==> src/hdl/bus_link_pkg.sv <==
`default_nettype none

package bus_link_pkg;

    // Width of one bus word
    localparam int DATA_WIDTH = 32;

    typedef logic [DATA_WIDTH-1:0] data_t;

    // Register stages in each direction of the link
    localparam int LINK_STAGES = 3;

    // Words that can still land after the receiver drops ready.
    // This covers the ready delay, the transmit register and the forward delay plus one.
    localparam int RX_SLACK = 2 * LINK_STAGES + 2;

    // Receive buffer entries, a power of two and at least twice the slack
    localparam int RX_DEPTH = 16;

    localparam int RX_PTR_WIDTH = $clog2(RX_DEPTH);

    // Buffer index
    typedef logic [RX_PTR_WIDTH-1:0] rx_ptr_t;

    // Fill level, one bit wider so that a full buffer is representable
    typedef logic [RX_PTR_WIDTH:0] rx_count_t;

endpackage : bus_link_pkg

`default_nettype wire

==> src/hdl/bus_link.sv <==
`default_nettype none

// Registered bus link: transmit bookend, register chain, receive bookend
module bus_link import bus_link_pkg::*; (
    input  wire logic  clk,
    input  wire logic  reset,

    // Source port
    input  wire logic  in_valid,
    input  wire data_t in_data,
    output logic       in_ready,

    // Sink port
    output logic       out_valid,
    output data_t      out_data,
    input  wire logic  out_ready
);

    logic  link_valid;
    data_t link_data;
    logic  link_reset;
    logic  tx_ready;

    logic  rx_valid;
    data_t rx_data;
    logic  rx_reset;
    logic  rx_ready;

    bus_pipe_tx i_bus_pipe_tx (
        .clk        (clk),
        .reset      (reset),
        .in_valid   (in_valid),
        .in_data    (in_data),
        .in_ready   (in_ready),
        .tx_ready   (tx_ready),
        .link_valid (link_valid),
        .link_data  (link_data),
        .link_reset (link_reset)
    );

    bus_reg_multi i_bus_reg_multi (
        .clk        (clk),
        .link_reset (link_reset),
        .link_valid (link_valid),
        .link_data  (link_data),
        .tx_ready   (tx_ready),
        .rx_reset   (rx_reset),
        .rx_valid   (rx_valid),
        .rx_data    (rx_data),
        .rx_ready   (rx_ready)
    );

    bus_pipe_rx i_bus_pipe_rx (
        .clk       (clk),
        .rx_reset  (rx_reset),
        .rx_valid  (rx_valid),
        .rx_data   (rx_data),
        .rx_ready  (rx_ready),
        .out_valid (out_valid),
        .out_data  (out_data),
        .out_ready (out_ready)
    );

endmodule : bus_link

`default_nettype wire

==> src/hdl/bus_pipe_rx.sv <==
`default_nettype none

// Receive bookend. Absorbs every word in flight, then presents a
// standard valid/ready port from a show-ahead buffer
module bus_pipe_rx import bus_link_pkg::*; (
    input  wire logic  clk,

    // Link side, every rx_valid word is taken
    input  wire logic  rx_reset,
    input  wire logic  rx_valid,
    input  wire data_t rx_data,
    output logic       rx_ready,

    // Downstream valid/ready port
    output logic       out_valid,
    output data_t      out_data,
    input  wire logic  out_ready
);

    data_t mem [RX_DEPTH];

    rx_ptr_t   wr_ptr;
    rx_ptr_t   rd_ptr;
    rx_count_t count;
    rx_count_t count_next;

    logic push;
    logic pop;
    logic full;

    assign push = rx_valid;
    assign pop  = out_valid && out_ready;
    assign full = (count == rx_count_t'(RX_DEPTH));

    // Head of the buffer is always on the output
    assign out_valid = (count != '0);
    assign out_data  = mem[rd_ptr];

    always_comb begin
        count_next = count;
        if (push && !pop) begin
            count_next = count + 1'b1;
        end else if (pop && !push) begin
            count_next = count - 1'b1;
        end
    end

    // Storage
    always_ff @(posedge clk) begin
        if (push) begin
            mem[wr_ptr] <= rx_data;
        end
    end

    always_ff @(posedge clk) begin
        if (rx_reset) begin
            wr_ptr <= '0;
            rd_ptr <= '0;
            count  <= '0;
        end else begin
            if (push) begin
                wr_ptr <= wr_ptr + 1'b1;
            end
            if (pop) begin
                rd_ptr <= rd_ptr + 1'b1;
            end
            count <= count_next;
        end
    end

    // Ready based on the next fill level, so it drops on the edge
    // where the free space reaches the slack
    always_ff @(posedge clk) begin
        if (rx_reset) begin
            rx_ready <= 1'b0;
        end else begin
            rx_ready <= (rx_count_t'(RX_DEPTH) - count_next) > rx_count_t'(RX_SLACK);
        end
    end

    // A write into a full buffer means the slack sizing upstream is wrong
    a_no_overflow : assert property (
        @(posedge clk) disable iff (rx_reset)
        push |-> !full
    ) else $error("receive buffer overflow");

    // Held word stays put under back-pressure
    a_out_stable : assert property (
        @(posedge clk) disable iff (rx_reset)
        out_valid && !out_ready |=> $stable(out_data)
    ) else $error("out_data changed while stalled");

endmodule : bus_pipe_rx

`default_nettype wire

==> src/hdl/bus_pipe_tx.sv <==
`default_nettype none

module bus_pipe_tx import bus_link_pkg::*; (
    input  wire logic  clk,
    input  wire logic  reset,

    // Upstream valid/ready port
    input  wire logic  in_valid,
    input  wire data_t in_data,
    output logic       in_ready,

    // Link side, no handshake applied here
    input  wire logic  tx_ready,
    output logic       link_valid,
    output data_t      link_data,
    output logic       link_reset
);

    logic accept;

    // Only delayed ready may open the gate
    assign accept   = in_valid && tx_ready;
    assign in_ready = tx_ready;

    always_ff @(posedge clk) begin
        if (reset) begin
            link_valid <= 1'b0;
        end else begin
            link_valid <= accept;
        end
    end

    // Payload register
    always_ff @(posedge clk) begin
        if (accept) begin
            link_data <= in_data;
        end
    end

    // Travelling reset, registered so it lines up with the link word
    always_ff @(posedge clk) begin
        link_reset <= reset;
    end

    // A refused word stays on the source port until it is taken
    a_in_hold : assert property (
        @(posedge clk) disable iff (reset)
        in_valid && !in_ready |=> in_valid && $stable(in_data)
    ) else $error("in_valid or in_data changed before the transfer");

endmodule : bus_pipe_tx

`default_nettype wire

==> src/hdl/bus_reg_multi.sv <==
`default_nettype none

// Multi-stage register chain for a valid/data/ready link.
// Forward path carries reset, valid and data, reverse path carries ready.
// Delaying ready breaks the handshake, so both ends need bookends.
module bus_reg_multi import bus_link_pkg::*; #(
    parameter int STAGES = LINK_STAGES
) (
    input  wire logic  clk,

    // From the transmit side
    input  wire logic  link_reset,
    input  wire logic  link_valid,
    input  wire data_t link_data,
    output logic       tx_ready,

    // To the receive side
    output logic       rx_reset,
    output logic       rx_valid,
    output data_t      rx_data,
    input  wire logic  rx_ready
);

    // Elaboration check
    if (STAGES < 1) begin : g_stages_check
        $error("bus_reg_multi: STAGES must be greater than zero");
    end

    (* shreg_extract = "no" *) logic  reset_p [STAGES];
    (* shreg_extract = "no" *) logic  valid_p [STAGES];
    (* shreg_extract = "no" *) data_t data_p  [STAGES];
    (* shreg_extract = "no" *) logic  ready_p [STAGES];

    // Reset chain sets at once and releases STAGES cycles later
    always_ff @(posedge clk) begin
        if (link_reset) begin
            for (int i = 0; i < STAGES; i++) begin
                reset_p[i] <= 1'b1;
            end
        end else begin
            reset_p[0] <= 1'b0;
            for (int i = 1; i < STAGES; i++) begin
                reset_p[i] <= reset_p[i-1];
            end
        end
    end

    // Valid chain, flushed by the travelling reset
    always_ff @(posedge clk) begin
        if (link_reset) begin
            for (int i = 0; i < STAGES; i++) begin
                valid_p[i] <= 1'b0;
            end
        end else begin
            valid_p[0] <= link_valid;
            for (int i = 1; i < STAGES; i++) begin
                valid_p[i] <= valid_p[i-1];
            end
        end
    end

    // Data chain
    always_ff @(posedge clk) begin
        data_p[0] <= link_data;
        for (int i = 1; i < STAGES; i++) begin
            data_p[i] <= data_p[i-1];
        end
    end

    // Ready chain held low until the receiver leaves reset
    always_ff @(posedge clk) begin
        if (rx_reset) begin
            for (int i = 0; i < STAGES; i++) begin
                ready_p[i] <= 1'b0;
            end
        end else begin
            ready_p[0] <= rx_ready;
            for (int i = 1; i < STAGES; i++) begin
                ready_p[i] <= ready_p[i-1];
            end
        end
    end

    assign rx_reset = reset_p[STAGES-1];
    assign rx_valid = valid_p[STAGES-1];
    assign rx_data  = data_p[STAGES-1];
    assign tx_ready = ready_p[STAGES-1];

endmodule : bus_reg_multi

`default_nettype wire

==> config.mk <==
export PLATFORM = sky130hd
export DESIGN_NAME = bus_link
export DESIGN_NICKNAME = d
export VERILOG_FILES = /design/src/hdl/bus_link_pkg.sv /design/src/hdl/bus_link.sv /design/src/hdl/bus_pipe_rx.sv /design/src/hdl/bus_pipe_tx.sv /design/src/hdl/bus_reg_multi.sv
export SDC_FILE = /design/constraint.sdc
export NUM_CORES = 1
export LEC_CHECK = 0
export BUFFER_PORTS_ARGS = -buffer_cell sky130_fd_sc_hd__buf_2
export CAP_MARGIN = 30
export CORE_AREA = 2 2 224 270
export CTS_CLUSTER_DIAMETER = 60
export DETAILED_ROUTE_END_ITERATION = 12
export DIE_AREA = 0 0 226 272
export GPL_ROUTABILITY_DRIVEN = 0
export PLACE_DENSITY = 0.53
export SYNTH_ARGS = -nofsm -noshare
export SYNTH_HDL_FRONTEND = slang
export SYNTH_SLANG_ARGS = --single-unit
==> constraint.sdc <==
create_clock -name clk -period 2.81 [get_ports clk]
set_input_delay 0.562 -clock clk [delete_from_list [all_inputs] [get_ports clk]]
set_output_delay 0.562 -clock clk [all_outputs]
set_load 0.1 [all_outputs]
==> impl_results.md <==
- Most frequent cells in the layout: edfxtp_1, mux4_2, dfxtp_1
- Critical Path RT: 2.25 ns
- WL/cell: around 25 µm
- Met1 usage: 21.7%
- Gate power share: less than 1%
- Crit-path slowest cell: mux4_2
- Final Skew: 0.0247 ns
- Layout Cells excl Fill: 1991
- Worst Hold Class: in -> reg
- Worst hold path stage count: 1
- Synth Cell Area: approximately 0.023 mm²
- DRT Wirelength: between 40000 and 50000 µm
- PwrDens: just over 700 mW/mm²
- Ports: 70
- Min-delay src: reset
- Post-DRT Antenna Nets: 0
- Yosys cell types: 36
- Commonest non-fill, non-tap cell in the layout: edfxtp_1
- Die height: roughly 270 µm
- Dpl ws: 0.110 ns
- Flops & latches, synth: 669
- Vias in the first global route: approximately 11000
- Failing checks: setup timing
- Final #Nets: between 1000 and 1500
- Critical Path Source Type: flop
- Clock sink total: ~670
- DRT Pass-1 Iters: 5
- Placed cell area: 0.0252 mm²
- RSZ-0062 raised after global routing: true
- Synth Instances: approximately 1000
- Reg2Reg Depth: 7
- First-pass GRT wire length: between 70000 and 80000 µm
- Fin crit share: 115%
- Post-Synthesis Net Count: ~1000
- Worst-skew pair later-pin latency: about 0.60 ns
- Worst Tran Pin Value: between 0.6 and 0.7 ns
- CTS clk-pin slew, worst paths: around 0.06 ns
- Worst hold margin: roughly 0.072 ns
- Sequential power share: 52.4%
- Setup CP Type: reg -> out
- Die area: between 0.06 and 0.07 mm²
- Max-slew violations: 0
- Post-layout instance area: 0.0282 mm²
- Worst setup EP type: output pin
- DRT iter0 DRCs: around 830
- Max stage delay on crit path: around 0.60 ns
- # DRC: 0
- Final hold vios: 0
- Sw power: 3.76 mW
- Max Fclk: roughly 310 MHz
- Placed Instances: about 1800
- Largest net degree at the start of global routing: 39
- Synth warn: 0
- Starting density of the core: ~39%
- Met3 Use GR: ~2.7%
- Total number of vias: slightly above 10000
- Net Sw Frac: between 10% and 20%
- Met2 Resource Use GR: a little over a quarter
- Horiz. Die Dim: roughly 230 µm
- Proportion of power drawn by the clock network: about 47%
- Root Buffer: clkbuf_16
- CTS H-tree lvls: 3
- Port bufs: 69
- Tmin final: 3.24 ns
- Outcome: complete, but fails checks
- Initial antenna violation count: 0
- Post-route setup slack: -0.435 ns
- Antenna diode count: 0
- Core footprint: ~0.06 mm²
- GRT overflow: 0
- Critical R2R Launch: i_bus_pipe_rx.count[0]
- R2R Path End: i_bus_pipe_rx.rx_ready
- Global route hottest layer: met2
- CTS buffer count: between 70 and 80
- Reg2Reg Setup Slack: roughly 0.25 ns
- CP cell instances: buf_12 > buf_12 > buf_6 > mux4_2 > mux4_2 > buf_12
- CP Data Arrival Time: ~2.7 ns
- CTS Buffer Depth: 3
- GRT Util Overall: between 10% and 20%
- Hpwl dp: roughly 25000 µm
- Vias per cell: 5.07
- Final core occ: 47.9%
- Int Pwr: about 16 mW
- Max_slew headroom: ~58%
- CTS tree: yes
- Setup crit end: out_data[2]
- Syn_area_per_cell: between 20 and 25 µm²
- Max-cap violations: 0
- Rows: 98
- VDD IR max: between 0.4 and 0.5 mV
- LEAKAGE: around 9.0 nW
- Endpoints failing setup: 32
- Top cell by count, worst path: buf_12
- Share of cells above drive strength 1: between 30 and 40%
- Area Overhead vs Synth: 21.2%
- CP max FO: 6
- Post-synthesis sequential area ratio: roughly 80%
## through the flow
step,TNS (ns),power (mW)
floorplan,0,10.8
global placement,0,10.8
detailed placement,0,10.8
CTS,-13.45,20.4
global route,-13.95,20.8
finish,-11.78,20.2
## critical path: cells and delay by family (launching register included)
kind	cells	cell delay [ns]
multiplexers	2	1.10
buffers and inverters	4	0.59
flip-flops	1	0.38
## cell usage after synthesis
master | n | share of area, %
or4b_1 | 1 | 0.043
a211oi_1 | 2 | 0.064
a22o_1 | 1 | 0.038
ha_1 | 8 | 0.43
nor2_1 | 14 | 0.23
mux2i_1 | 2 | 0.086
o41a_1 | 1 | 0.048
buf_1 | 14 | 0.23
nor2b_1 | 9 | 0.24
o21bai_1 | 1 | 0.032
o21ai_0 | 1 | 0.021
or4b_2 | 1 | 0.043
and4_4 | 1 | 0.048
xor2_1 | 5 | 0.19
xnor2_1 | 4 | 0.15
and2_4 | 1 | 0.038
or3_1 | 1 | 0.027
nand2_1 | 10 | 0.16
clkbuf_1 | 25 | 0.40
a31oi_1 | 2 | 0.054
a311oi_1 | 1 | 0.038
and2_1 | 18 | 0.48
nor3b_1 | 2 | 0.064
buf_2 | 2 | 0.043
or2_2 | 2 | 0.054
inv_1 | 5 | 0.081
o2bb2ai_1 | 1 | 0.038
nand3_1 | 1 | 0.021
o22ai_1 | 1 | 0.027
a21oi_1 | 3 | 0.064
edfxtp_1 | 544 | 70
and3_1 | 1 | 0.027
dfxtp_1 | 125 | 11
and3b_1 | 1 | 0.038
mux4_2 | 160 | 15
nand4_1 | 4 | 0.11
## layer usage
layer / part of all wire (%) / vias up
met5: 0 / -
met1: 42 / 5389
met2: 50 / 269
li1: - / 4364
met3: 5.6 / 68
met4: 2.4 / 0
## layout make-up
class / count / area, µm²
clock buffer: 101 / 2070
multi-input combinational: 260 / 4300
sequential: 669 / 18800
clock inverter: 31 / 380
fill: 4751 / 30700
tap: 800 / 1000
timing repair buffer: 125 / 1620
inverter: 5 / 18.8
## kinds of logic (layout without fill, tap and decap cells)
| logic type | after synthesis | in the layout | synth area share, % |
|---|---|---|---|
| AO/OA/AOI/OAI | 14 | 14 | 0.424 |
| flip-flops | 669 | 669 | 80.9 |
| AND/OR/NAND/NOR | 67 | 67 | 1.62 |
| multiplexers | 162 | 162 | 15.6 |
| buffers and inverters | 46 | 262 | 0.752 |
| XOR/XNOR | 9 | 9 | 0.338 |
| adder cells (fa/ha/maj) | 8 | 8 | 0.430 |
## how the worst min path moves through the flow
stage,endpoint,slack (ns)
floorplan,i_bus_reg_multi.data_p[0][32],0.31
global placement,i_bus_reg_multi.data_p[0][40],0.31
detailed placement,i_bus_reg_multi.data_p[0][56],0.31
CTS,i_bus_pipe_tx.link_reset,0.04
global route,i_bus_pipe_tx.link_reset,0.06
finish,i_bus_pipe_tx.link_reset,0.07
## power groups by stage
stage / Clock [mW] / Sequential (mW) / Combinational, mW
3_3_place_gp: 0 / 10.8 / 0.0280
3_5_place_dp: 0 / 10.8 / 0.0285
4_1_cts: 9.82 / 10.6 / 0.0288
6_report: 9.57 / 10.6 / 0.0283
5_1_grt: 10.2 / 10.6 / 0.0326
2_1_floorplan: 0 / 10.8 / 0.00581
## flip-flops by register name, summed over array words and instances, names as in the netlist, named ones only
| name | cells |
|---|---|
| i_bus_reg_multi.reset_p | 3 |
| i_bus_pipe_tx.link_reset | 1 |
| i_bus_pipe_tx.link_data | 32 |
| i_bus_pipe_rx.wr_ptr | 4 |
| i_bus_reg_multi.valid_p | 3 |
| i_bus_reg_multi.data_p | 96 |
| i_bus_reg_multi.ready_p | 3 |
| i_bus_pipe_tx.link_valid | 1 |
| i_bus_pipe_rx.rx_ready | 1 |
| i_bus_pipe_rx.mem | 512 |
| i_bus_pipe_rx.rd_ptr | 4 |
| i_bus_pipe_rx.count | 5 |
## timing repair
action | CTS | global route
hold buffers | 0 | 0
setup endpoints to repair | 32 | 33
gates resized for setup | 62 | 37
cloned | 1 | 7
buffers inserted | 1 | 6
Power figures use the tool's default switching activity.
